<file path="src/hdl/cpu_pkg.sv">
package cpu_pkg;

    // datapath widths
    localparam int WORD_W     = 32;
    localparam int DWORD_W    = 64;
    localparam int REG_ADDR_W = 5;
    localparam int OPER_W     = 5;

    typedef logic [WORD_W-1:0]     word_t;
    typedef logic [DWORD_W-1:0]    dword_t;
    typedef logic [REG_ADDR_W-1:0] reg_addr_t;

    // immediate forms are folded into these by decode
    typedef enum logic [OPER_W-1:0] {
        OP_NOP,
        OP_AND, OP_OR, OP_XOR, OP_NOR,
        OP_SLL, OP_SRL, OP_SRA, OP_LUI,
        OP_MOVN, OP_MOVZ,
        OP_MFHI, OP_MFLO, OP_MTHI, OP_MTLO,
        OP_ADDU, OP_SUBU, OP_SLT, OP_SLTU,
        OP_MUL, OP_MULT, OP_MULTU,
        OP_JAL, OP_JALR,
        OP_LW, OP_SW,
        OP_MTC0, OP_MFC0
    } oper_t;

    // cp0 register numbers
    localparam reg_addr_t CP0_STATUS = 5'd12;
    localparam reg_addr_t CP0_CAUSE  = 5'd13;
    localparam reg_addr_t CP0_EPC    = 5'd14;

    // link register for jal
    localparam reg_addr_t REG_RA = 5'd31;

    localparam word_t ZERO_WORD = '0;

    // return address skips the delay slot
    localparam word_t LINK_OFFSET = 32'd8;

endpackage

</file>
<file path="src/hdl/stage_result_if.sv">
interface stage_result_if;

    // general register write
    logic               wreg_write;
    cpu_pkg::reg_addr_t wreg_addr;
    cpu_pkg::word_t     wreg_data;

    // hi/lo pair
    logic               whilo;
    cpu_pkg::word_t     hi;
    cpu_pkg::word_t     lo;

    // coprocessor 0
    logic               cp0_we;
    cpu_pkg::reg_addr_t cp0_addr;
    cpu_pkg::word_t     cp0_data;

    // memory request, oper also marks bubbles
    cpu_pkg::oper_t     oper;
    cpu_pkg::word_t     mem_addr;
    cpu_pkg::word_t     mem_data;

    modport src (
        output wreg_write, wreg_addr, wreg_data,
        output whilo, hi, lo,
        output cp0_we, cp0_addr, cp0_data,
        output oper, mem_addr, mem_data
    );

    modport dst (
        input wreg_write, wreg_addr, wreg_data,
        input whilo, hi, lo,
        input cp0_we, cp0_addr, cp0_data,
        input oper, mem_addr, mem_data
    );

endinterface

</file>
<file path="src/hdl/cp0_regs.sv">
module cp0_regs (
    input  logic               clk_i,
    input  logic               arst_n_i,
    stage_result_if.dst        wb,
    input  cpu_pkg::reg_addr_t raddr_i,
    output cpu_pkg::word_t     rdata_o
);

    cpu_pkg::word_t status;
    cpu_pkg::word_t cause;
    cpu_pkg::word_t epc;

    // commit from write-back
    always_ff @(posedge clk_i or negedge arst_n_i) begin
        if (!arst_n_i) begin
            status <= cpu_pkg::ZERO_WORD;
            cause  <= cpu_pkg::ZERO_WORD;
            epc    <= cpu_pkg::ZERO_WORD;
        end else if (wb.cp0_we) begin
            case (wb.cp0_addr)
                cpu_pkg::CP0_STATUS: status <= wb.cp0_data;
                cpu_pkg::CP0_CAUSE:  cause  <= wb.cp0_data;
                cpu_pkg::CP0_EPC:    epc    <= wb.cp0_data;
                default: ;
            endcase
        end
    end

    // unimplemented registers read as zero
    always_comb begin
        case (raddr_i)
            cpu_pkg::CP0_STATUS: rdata_o = status;
            cpu_pkg::CP0_CAUSE:  rdata_o = cause;
            cpu_pkg::CP0_EPC:    rdata_o = epc;
            default:             rdata_o = cpu_pkg::ZERO_WORD;
        endcase
    end

endmodule

</file>
<file path="src/hdl/ex.sv">
module ex (
    input  cpu_pkg::word_t     pc_i,
    input  cpu_pkg::oper_t     oper_i,
    input  cpu_pkg::word_t     reg1_i,
    input  cpu_pkg::word_t     reg2_i,
    input  logic               wreg_write_i,
    input  cpu_pkg::reg_addr_t wreg_addr_i,
    input  cpu_pkg::word_t     hi_i,
    input  cpu_pkg::word_t     lo_i,
    input  cpu_pkg::word_t     cp0_data_i,
    output cpu_pkg::reg_addr_t cp0_raddr_o,
    stage_result_if.dst        mem_fwd,
    stage_result_if.dst        wb_fwd,
    stage_result_if.src        res
);

    cpu_pkg::word_t  hi_fwd;
    cpu_pkg::word_t  lo_fwd;
    cpu_pkg::word_t  cp0_fwd;
    cpu_pkg::word_t  add_res;
    cpu_pkg::word_t  sub_res;
    logic            signed_lt;
    logic            unsigned_lt;
    logic            is_signed;
    logic            res_sign;
    cpu_pkg::word_t  abs_reg1;
    cpu_pkg::word_t  abs_reg2;
    cpu_pkg::dword_t mul_abs;
    cpu_pkg::dword_t mul_res;

    // cp0 index comes from the rt operand
    assign cp0_raddr_o = reg2_i[cpu_pkg::REG_ADDR_W-1:0];

    // newest hi/lo wins, mem before wb before committed
    always_comb begin
        if (mem_fwd.whilo) begin
            {hi_fwd, lo_fwd} = {mem_fwd.hi, mem_fwd.lo};
        end else if (wb_fwd.whilo) begin
            {hi_fwd, lo_fwd} = {wb_fwd.hi, wb_fwd.lo};
        end else begin
            {hi_fwd, lo_fwd} = {hi_i, lo_i};
        end
    end

    always_comb begin
        if (mem_fwd.cp0_we && mem_fwd.cp0_addr == cp0_raddr_o) begin
            cp0_fwd = mem_fwd.cp0_data;
        end else if (wb_fwd.cp0_we && wb_fwd.cp0_addr == cp0_raddr_o) begin
            cp0_fwd = wb_fwd.cp0_data;
        end else begin
            cp0_fwd = cp0_data_i;
        end
    end

    assign add_res = reg1_i + reg2_i;
    assign sub_res = reg1_i - reg2_i;

    // differing signs decide directly, else the difference sign does
    assign signed_lt   = (reg1_i[31] != reg2_i[31]) ? reg1_i[31] : sub_res[31];
    assign unsigned_lt = (reg1_i < reg2_i);

    // multiply magnitudes, then put the sign back
    assign is_signed = (oper_i != cpu_pkg::OP_MULTU);
    assign res_sign  = is_signed && (reg1_i[31] ^ reg2_i[31]);
    assign abs_reg1  = (is_signed && reg1_i[31]) ? -reg1_i : reg1_i;
    assign abs_reg2  = (is_signed && reg2_i[31]) ? -reg2_i : reg2_i;
    assign mul_abs   = cpu_pkg::dword_t'(abs_reg1) * cpu_pkg::dword_t'(abs_reg2);
    assign mul_res   = res_sign ? -mul_abs : mul_abs;

    always_comb begin
        res.oper       = oper_i;
        res.wreg_write = wreg_write_i;
        res.wreg_addr  = wreg_addr_i;
        res.wreg_data  = cpu_pkg::ZERO_WORD;
        res.whilo      = 1'b0;
        res.hi         = hi_fwd;
        res.lo         = lo_fwd;
        res.cp0_we     = 1'b0;
        res.cp0_addr   = '0;
        res.cp0_data   = cpu_pkg::ZERO_WORD;
        res.mem_addr   = cpu_pkg::ZERO_WORD;
        res.mem_data   = cpu_pkg::ZERO_WORD;

        case (oper_i)
            cpu_pkg::OP_AND:  res.wreg_data = reg1_i & reg2_i;
            cpu_pkg::OP_OR:   res.wreg_data = reg1_i | reg2_i;
            cpu_pkg::OP_XOR:  res.wreg_data = reg1_i ^ reg2_i;
            cpu_pkg::OP_NOR:  res.wreg_data = ~(reg1_i | reg2_i);
            // shift amount in reg1, value in reg2
            cpu_pkg::OP_SLL:  res.wreg_data = reg2_i << reg1_i[4:0];
            cpu_pkg::OP_SRL:  res.wreg_data = reg2_i >> reg1_i[4:0];
            cpu_pkg::OP_SRA:  res.wreg_data = $signed(reg2_i) >>> reg1_i[4:0];
            cpu_pkg::OP_LUI:  res.wreg_data = {reg2_i[15:0], 16'b0};
            cpu_pkg::OP_MOVN: begin
                res.wreg_data  = reg1_i;
                res.wreg_write = wreg_write_i && (reg2_i != cpu_pkg::ZERO_WORD);
            end
            cpu_pkg::OP_MOVZ: begin
                res.wreg_data  = reg1_i;
                res.wreg_write = wreg_write_i && (reg2_i == cpu_pkg::ZERO_WORD);
            end
            cpu_pkg::OP_MFHI: res.wreg_data = hi_fwd;
            cpu_pkg::OP_MFLO: res.wreg_data = lo_fwd;
            cpu_pkg::OP_MTHI: begin
                res.wreg_write = 1'b0;
                res.whilo      = 1'b1;
                res.hi         = reg1_i;
            end
            cpu_pkg::OP_MTLO: begin
                res.wreg_write = 1'b0;
                res.whilo      = 1'b1;
                res.lo         = reg1_i;
            end
            cpu_pkg::OP_ADDU: res.wreg_data = add_res;
            cpu_pkg::OP_SUBU: res.wreg_data = sub_res;
            cpu_pkg::OP_SLT:  res.wreg_data = {31'b0, signed_lt};
            cpu_pkg::OP_SLTU: res.wreg_data = {31'b0, unsigned_lt};
            cpu_pkg::OP_MUL:  res.wreg_data = mul_res[cpu_pkg::WORD_W-1:0];
            cpu_pkg::OP_MULT, cpu_pkg::OP_MULTU: begin
                res.wreg_write   = 1'b0;
                res.whilo        = 1'b1;
                {res.hi, res.lo} = mul_res;
            end
            // jal always links into ra
            cpu_pkg::OP_JAL: begin
                res.wreg_write = 1'b1;
                res.wreg_addr  = cpu_pkg::REG_RA;
                res.wreg_data  = pc_i + cpu_pkg::LINK_OFFSET;
            end
            cpu_pkg::OP_JALR: res.wreg_data = pc_i + cpu_pkg::LINK_OFFSET;
            cpu_pkg::OP_LW:   res.mem_addr = add_res;
            cpu_pkg::OP_SW: begin
                res.wreg_write = 1'b0;
                res.mem_addr   = reg1_i;
                res.mem_data   = reg2_i;
            end
            cpu_pkg::OP_MTC0: begin
                res.wreg_write = 1'b0;
                res.cp0_we     = 1'b1;
                res.cp0_addr   = cp0_raddr_o;
                res.cp0_data   = reg1_i;
            end
            cpu_pkg::OP_MFC0: res.wreg_data = cp0_fwd;
            // bubbles never write
            default: res.wreg_write = 1'b0;
        endcase
    end

endmodule

</file>
<file path="src/hdl/ex_core.sv">
module ex_core (
    input  logic               clk_i,
    input  logic               arst_n_i,
    input  cpu_pkg::word_t     pc_i,
    input  cpu_pkg::oper_t     oper_i,
    input  cpu_pkg::word_t     reg1_i,
    input  cpu_pkg::word_t     reg2_i,
    input  logic               wreg_write_i,
    input  cpu_pkg::reg_addr_t wreg_addr_i,
    output cpu_pkg::oper_t     mem_oper_o,
    output cpu_pkg::word_t     mem_addr_o,
    output cpu_pkg::word_t     mem_data_o,
    output logic               wb_write_o,
    output cpu_pkg::reg_addr_t wb_addr_o,
    output cpu_pkg::word_t     wb_data_o
);

    cpu_pkg::word_t     hi;
    cpu_pkg::word_t     lo;
    cpu_pkg::reg_addr_t cp0_raddr;
    cpu_pkg::word_t     cp0_rdata;

    stage_result_if ex_res ();
    stage_result_if mem_res ();
    stage_result_if wb_res ();

    ex u_ex (
        .pc_i         (pc_i),
        .oper_i       (oper_i),
        .reg1_i       (reg1_i),
        .reg2_i       (reg2_i),
        .wreg_write_i (wreg_write_i),
        .wreg_addr_i  (wreg_addr_i),
        .hi_i         (hi),
        .lo_i         (lo),
        .cp0_data_i   (cp0_rdata),
        .cp0_raddr_o  (cp0_raddr),
        .mem_fwd      (mem_res.dst),
        .wb_fwd       (wb_res.dst),
        .res          (ex_res.src)
    );

    result_reg u_ex_mem (.clk_i(clk_i), .arst_n_i(arst_n_i), .d(ex_res.dst), .q(mem_res.src));
    result_reg u_mem_wb (.clk_i(clk_i), .arst_n_i(arst_n_i), .d(mem_res.dst), .q(wb_res.src));

    hilo_reg u_hilo (.clk_i(clk_i), .arst_n_i(arst_n_i), .wb(wb_res.dst), .hi_o(hi), .lo_o(lo));

    cp0_regs u_cp0 (
        .clk_i    (clk_i),
        .arst_n_i (arst_n_i),
        .wb       (wb_res.dst),
        .raddr_i  (cp0_raddr),
        .rdata_o  (cp0_rdata)
    );

    // memory request leaves from the ex/mem register
    assign mem_oper_o = mem_res.oper;
    assign mem_addr_o = mem_res.mem_addr;
    assign mem_data_o = mem_res.mem_data;

    assign wb_write_o = wb_res.wreg_write;
    assign wb_addr_o  = wb_res.wreg_addr;
    assign wb_data_o  = wb_res.wreg_data;

endmodule

</file>
<file path="src/hdl/hilo_reg.sv">
module hilo_reg (
    input  logic           clk_i,
    input  logic           arst_n_i,
    stage_result_if.dst    wb,
    output cpu_pkg::word_t hi_o,
    output cpu_pkg::word_t lo_o
);

    // both halves load together, mthi/mtlo carry the other half along
    always_ff @(posedge clk_i or negedge arst_n_i) begin
        if (!arst_n_i) begin
            hi_o <= cpu_pkg::ZERO_WORD;
            lo_o <= cpu_pkg::ZERO_WORD;
        end else if (wb.whilo) begin
            hi_o <= wb.hi;
            lo_o <= wb.lo;
        end
    end

endmodule

</file>
<file path="src/hdl/result_reg.sv">
module result_reg (
    input  logic        clk_i,
    input  logic        arst_n_i,
    stage_result_if.dst d,
    stage_result_if.src q
);

    // write flags and opcode
    always_ff @(posedge clk_i or negedge arst_n_i) begin
        if (!arst_n_i) begin
            q.wreg_write <= 1'b0;
            q.whilo      <= 1'b0;
            q.cp0_we     <= 1'b0;
            q.oper       <= cpu_pkg::OP_NOP;
        end else begin
            q.wreg_write <= d.wreg_write;
            q.whilo      <= d.whilo;
            q.cp0_we     <= d.cp0_we;
            q.oper       <= d.oper;
        end
    end

    // payload only matters while a flag is set
    always_ff @(posedge clk_i) begin
        q.wreg_addr <= d.wreg_addr;
        q.wreg_data <= d.wreg_data;
        q.hi        <= d.hi;
        q.lo        <= d.lo;
        q.cp0_addr  <= d.cp0_addr;
        q.cp0_data  <= d.cp0_data;
        q.mem_addr  <= d.mem_addr;
        q.mem_data  <= d.mem_data;
    end

endmodule

</file>
<file path="config.mk">
export PLATFORM = sky130hd
export DESIGN_NAME = ex_core
export DESIGN_NICKNAME = d
export VERILOG_FILES = /design/src/hdl/cpu_pkg.sv /design/src/hdl/stage_result_if.sv /design/src/hdl/cp0_regs.sv /design/src/hdl/ex.sv /design/src/hdl/ex_core.sv /design/src/hdl/hilo_reg.sv /design/src/hdl/result_reg.sv
export SDC_FILE = /design/constraint.sdc
export NUM_CORES = 2
export LEC_CHECK = 0
export ABC_AREA = 1
export BUFFER_PORTS_ARGS = -buffer_cell sky130_fd_sc_hd__buf_2
export CAP_MARGIN = 30
export CORE_MARGIN = 4
export CORE_UTILIZATION = 47
export CTS_CLUSTER_SIZE = 24
export DETAILED_ROUTE_END_ITERATION = 12
export HOLD_SLACK_MARGIN = 0.03
export PLACE_DENSITY_LB_ADDON = 0.3
export RECOVER_POWER = 50
export REMOVE_ABC_BUFFERS = 1
export SYNTH_ARGS = -nofsm -noshare
export SYNTH_HDL_FRONTEND = slang
export SYNTH_HIERARCHICAL = 1
export SYNTH_SLANG_ARGS = --single-unit
</file>
<file path="constraint.sdc">
create_clock -name clk_i -period 2.14 [get_ports clk_i]
set_input_delay 0 -clock clk_i [delete_from_list [all_inputs] [get_ports clk_i]]
set_output_delay 0 -clock clk_i [all_outputs]
set_load 0.03 [all_outputs]
</file>
==> impl_metrics.json <==
{
  "wire_per_inst_um": 26.7,
  "status": "complete, but fails checks",
  "critPathLaunchType": "input port",
  "yosysWarnings": 6,
  "synth_area_per_cell_sq_um": 7.09,
  "r2r-start": "u_ex_mem/q.whilo",
  "hold_violations": 0,
  "setup_tns_ns": -495.40,
  "path_class": "in -> reg",
  "cts_max_level": 2,
  "min_from": "reg1_i[2]",
  "grtUsageTotal_pct": 46.8,
  "grt_pass1_wl_um": 506000,
  "post-route-period-util_pct": 390,
  "rows": 138,
  "cts.root.buffer_cell": "clkbuf_16",
  "chipHeight_um": 386,
  "max_cap_viol_count": 0,
  "cts_tree": "done",
  "via_per_inst": 5.71,
  "crit_family": "adder cells",
  "hold_slack_ns": 0.0562,
  "overflow": 0,
  "cp_max_fo": 5,
  "critical_path_buf_inv_count": 12,
  "final_net_count": 12800,
  "drtIter0Drc": 8903,
  "portBuffers": 215,
  "clk_latency_ns": 0.70,
  "grt_max_degree": 86,
  "drv_slew": 0,
  "drc_errors": 0,
  "grt_pass1_vias": 75500,
  "max_stage_delay_ns": 0.61,
  "setup_ws_ns": -6.20,
  "dieArea_sq_mm": 0.149,
  "worstPathRequired_ns": 2.68,
  "rsz0062_at_grt": "true",
  "dr.pass1.iters": 8,
  "worst_ep_arrival_time_ns": 8.88,
  "synthToLayoutAreaGrowth_pct": 39.2,
  "max_slew_margin_pct": 1.41,
  "violations": "negative setup slack",
  "startpoint": "reg2_i[6]",
  "crit_slowest_cell": "fa_2",
  "fin_crit_ns": 8.34,
  "drive_gt1_share_pct": 30.3,
  "n_fill_cell": 12200,
  "cts_max_path_buffers": 3,
  "coreArea_sq_mm": 0.142,
  "antenna_left": 0,
  "synthCells": 9481,
  "crit_path_frequent_cell": "fa_1",
  "routed-via-count": 76800,
  "crit_path_end_kind": "flip-flop",
  "synth.cell_area_sq_mm": 0.0672,
  "skew_ns": 0.0510,
  "place_congestion": 1.15,
  "worst_slew_pin_slew_ns": 1.48,
  "antenna_found_initial": 36,
  "clkSinkCount": 511,
  "finalWirelength_um": 358000,
  "start_util_pct": 47.4,
  "dpl.hpwl_um": 291000,
  "fmax_mhz": 120,
  "die_w_um": 386,
  "io_pins": 216,
  "cts_buffers": 55,
  "clk_pin_slew_ns": 0.07,
  "hold_path.class": "in -> reg",
  "setup_violations": 123
}
[path summary, 6_finish.rpt]
kind | endpoint | slack, ns | cells after the start
min in group asynchronous | u_cp0/cause[7] | 1.57 | 4
max in group asynchronous | u_mem_wb/q.whilo | -0.02 | 4
max reg2reg | u_ex_mem/q.wreg_data[30] | -1.51 | 12
min reg2reg | u_mem_wb/q.wreg_data[12] | 0.32 | 0
max | u_ex_mem/q.hi[6] | -6.20 | 44
min | u_ex_mem/q.mem_addr[2] | 0.06 | 4
[metrics by stage]
| step | utilization [%] | setup WS, ns | area [sq um] | std cells |
|---|---|---|---|---|
| 6_report | 66.0 | -6.20 | 93600 | 13400 |
| 5_1_grt | 66.0 | -6.47 | 93500 | 13400 |
| 4_1_cts | 63.3 | -5.96 | 89800 | 13300 |
| 3_5_place_dp | 59.6 | -7.31 | 84500 | 13100 |
| 3_3_place_gp | 59.6 | -7.17 | 84500 | 13100 |
| 2_1_floorplan | - | -10.12 | 65300 | 9057 |
[flip-flops by register name, summed over array words and instances, names as in the netlist, 32 cells and up]
register,cells
u_hilo/hi_o,32
u_ex_mem/q.lo,32
u_hilo/lo_o,32
u_ex_mem/q.cp0_data,32
u_cp0/status,32
u_ex_mem/q.mem_data,32
u_mem_wb/q.wreg_data,32
u_cp0/cause,32
u_mem_wb/q.hi,32
u_cp0/epc,32
u_mem_wb/q.cp0_data,32
u_ex_mem/q.mem_addr,32
u_ex_mem/q.wreg_data,32
u_ex_mem/q.hi,32
u_mem_wb/q.lo,32
[worst register-to-register path, cell delays in order, from the launching register on]
cell      delay [ns]
dfrtp_1         0.36
clkinv_2        0.20
buf_4           0.25
buf_4           0.17
buf_4           0.17
o21ai_0         0.30
o22ai_1         0.11
buf_4           0.19
nor4_1          0.68
nand3_1         0.15
nor2_1          0.56
nand3_2         0.20
nand3b_1        0.21
[area by class of cell]
class / count / area [sq um] / share of cell area, %
Multi-Input combinational cell: 6781 / 52300 / 55.9
Timing Repair Buffer: 2364 / 19100 / 20.4
Sequential cell: 511 / 11100 / 11.9
Inverter: 1765 / 6780 / 7.25
Tap cell: 1890 / 2360 / 2.53
Clock buffer: 79 / 1610 / 1.72
Clock inverter: 25 / 289 / 0.309
Antenna cell: 23 / 57.6 / 0.0615
[repair_timing]
item,in CTS,in global routing
cloned,2,1
pin swaps,93,332
hold endpoints to repair,230,0
endpoints found under the setup margin,122,124
hold buffers,65,0
setup buffers,69,96
resized for setup,547,874
[layout by cell type (no fill, tap or decap), drive strengths merged, types with 64 or more instances in the layout]
master          n
buf          2260
a21oi         304
clkbuf        118
inv          1727
o21ai         384
dfxtp         340
dfrtp         171
dlygate4sd3    64
nand2        2576
nand4          70
fa            899
ha            363
xor2          107
nand3         593
nor2         1050
[routing by layer]
layer / GRT usage (%) / vias up / part of all wire (%)
li1: - / 33000 / -
met1: 55.4 / 36900 / 35
met2: 71.8 / 5212 / 43
met3: 12.8 / 1634 / 12
met4: 37.4 / 24 / 11
met5: 0 / - / 0.043
Power is left out: the tool's default activity adds up to more than one toggle a clock period on the data nets, which glitch-free logic cannot reach.
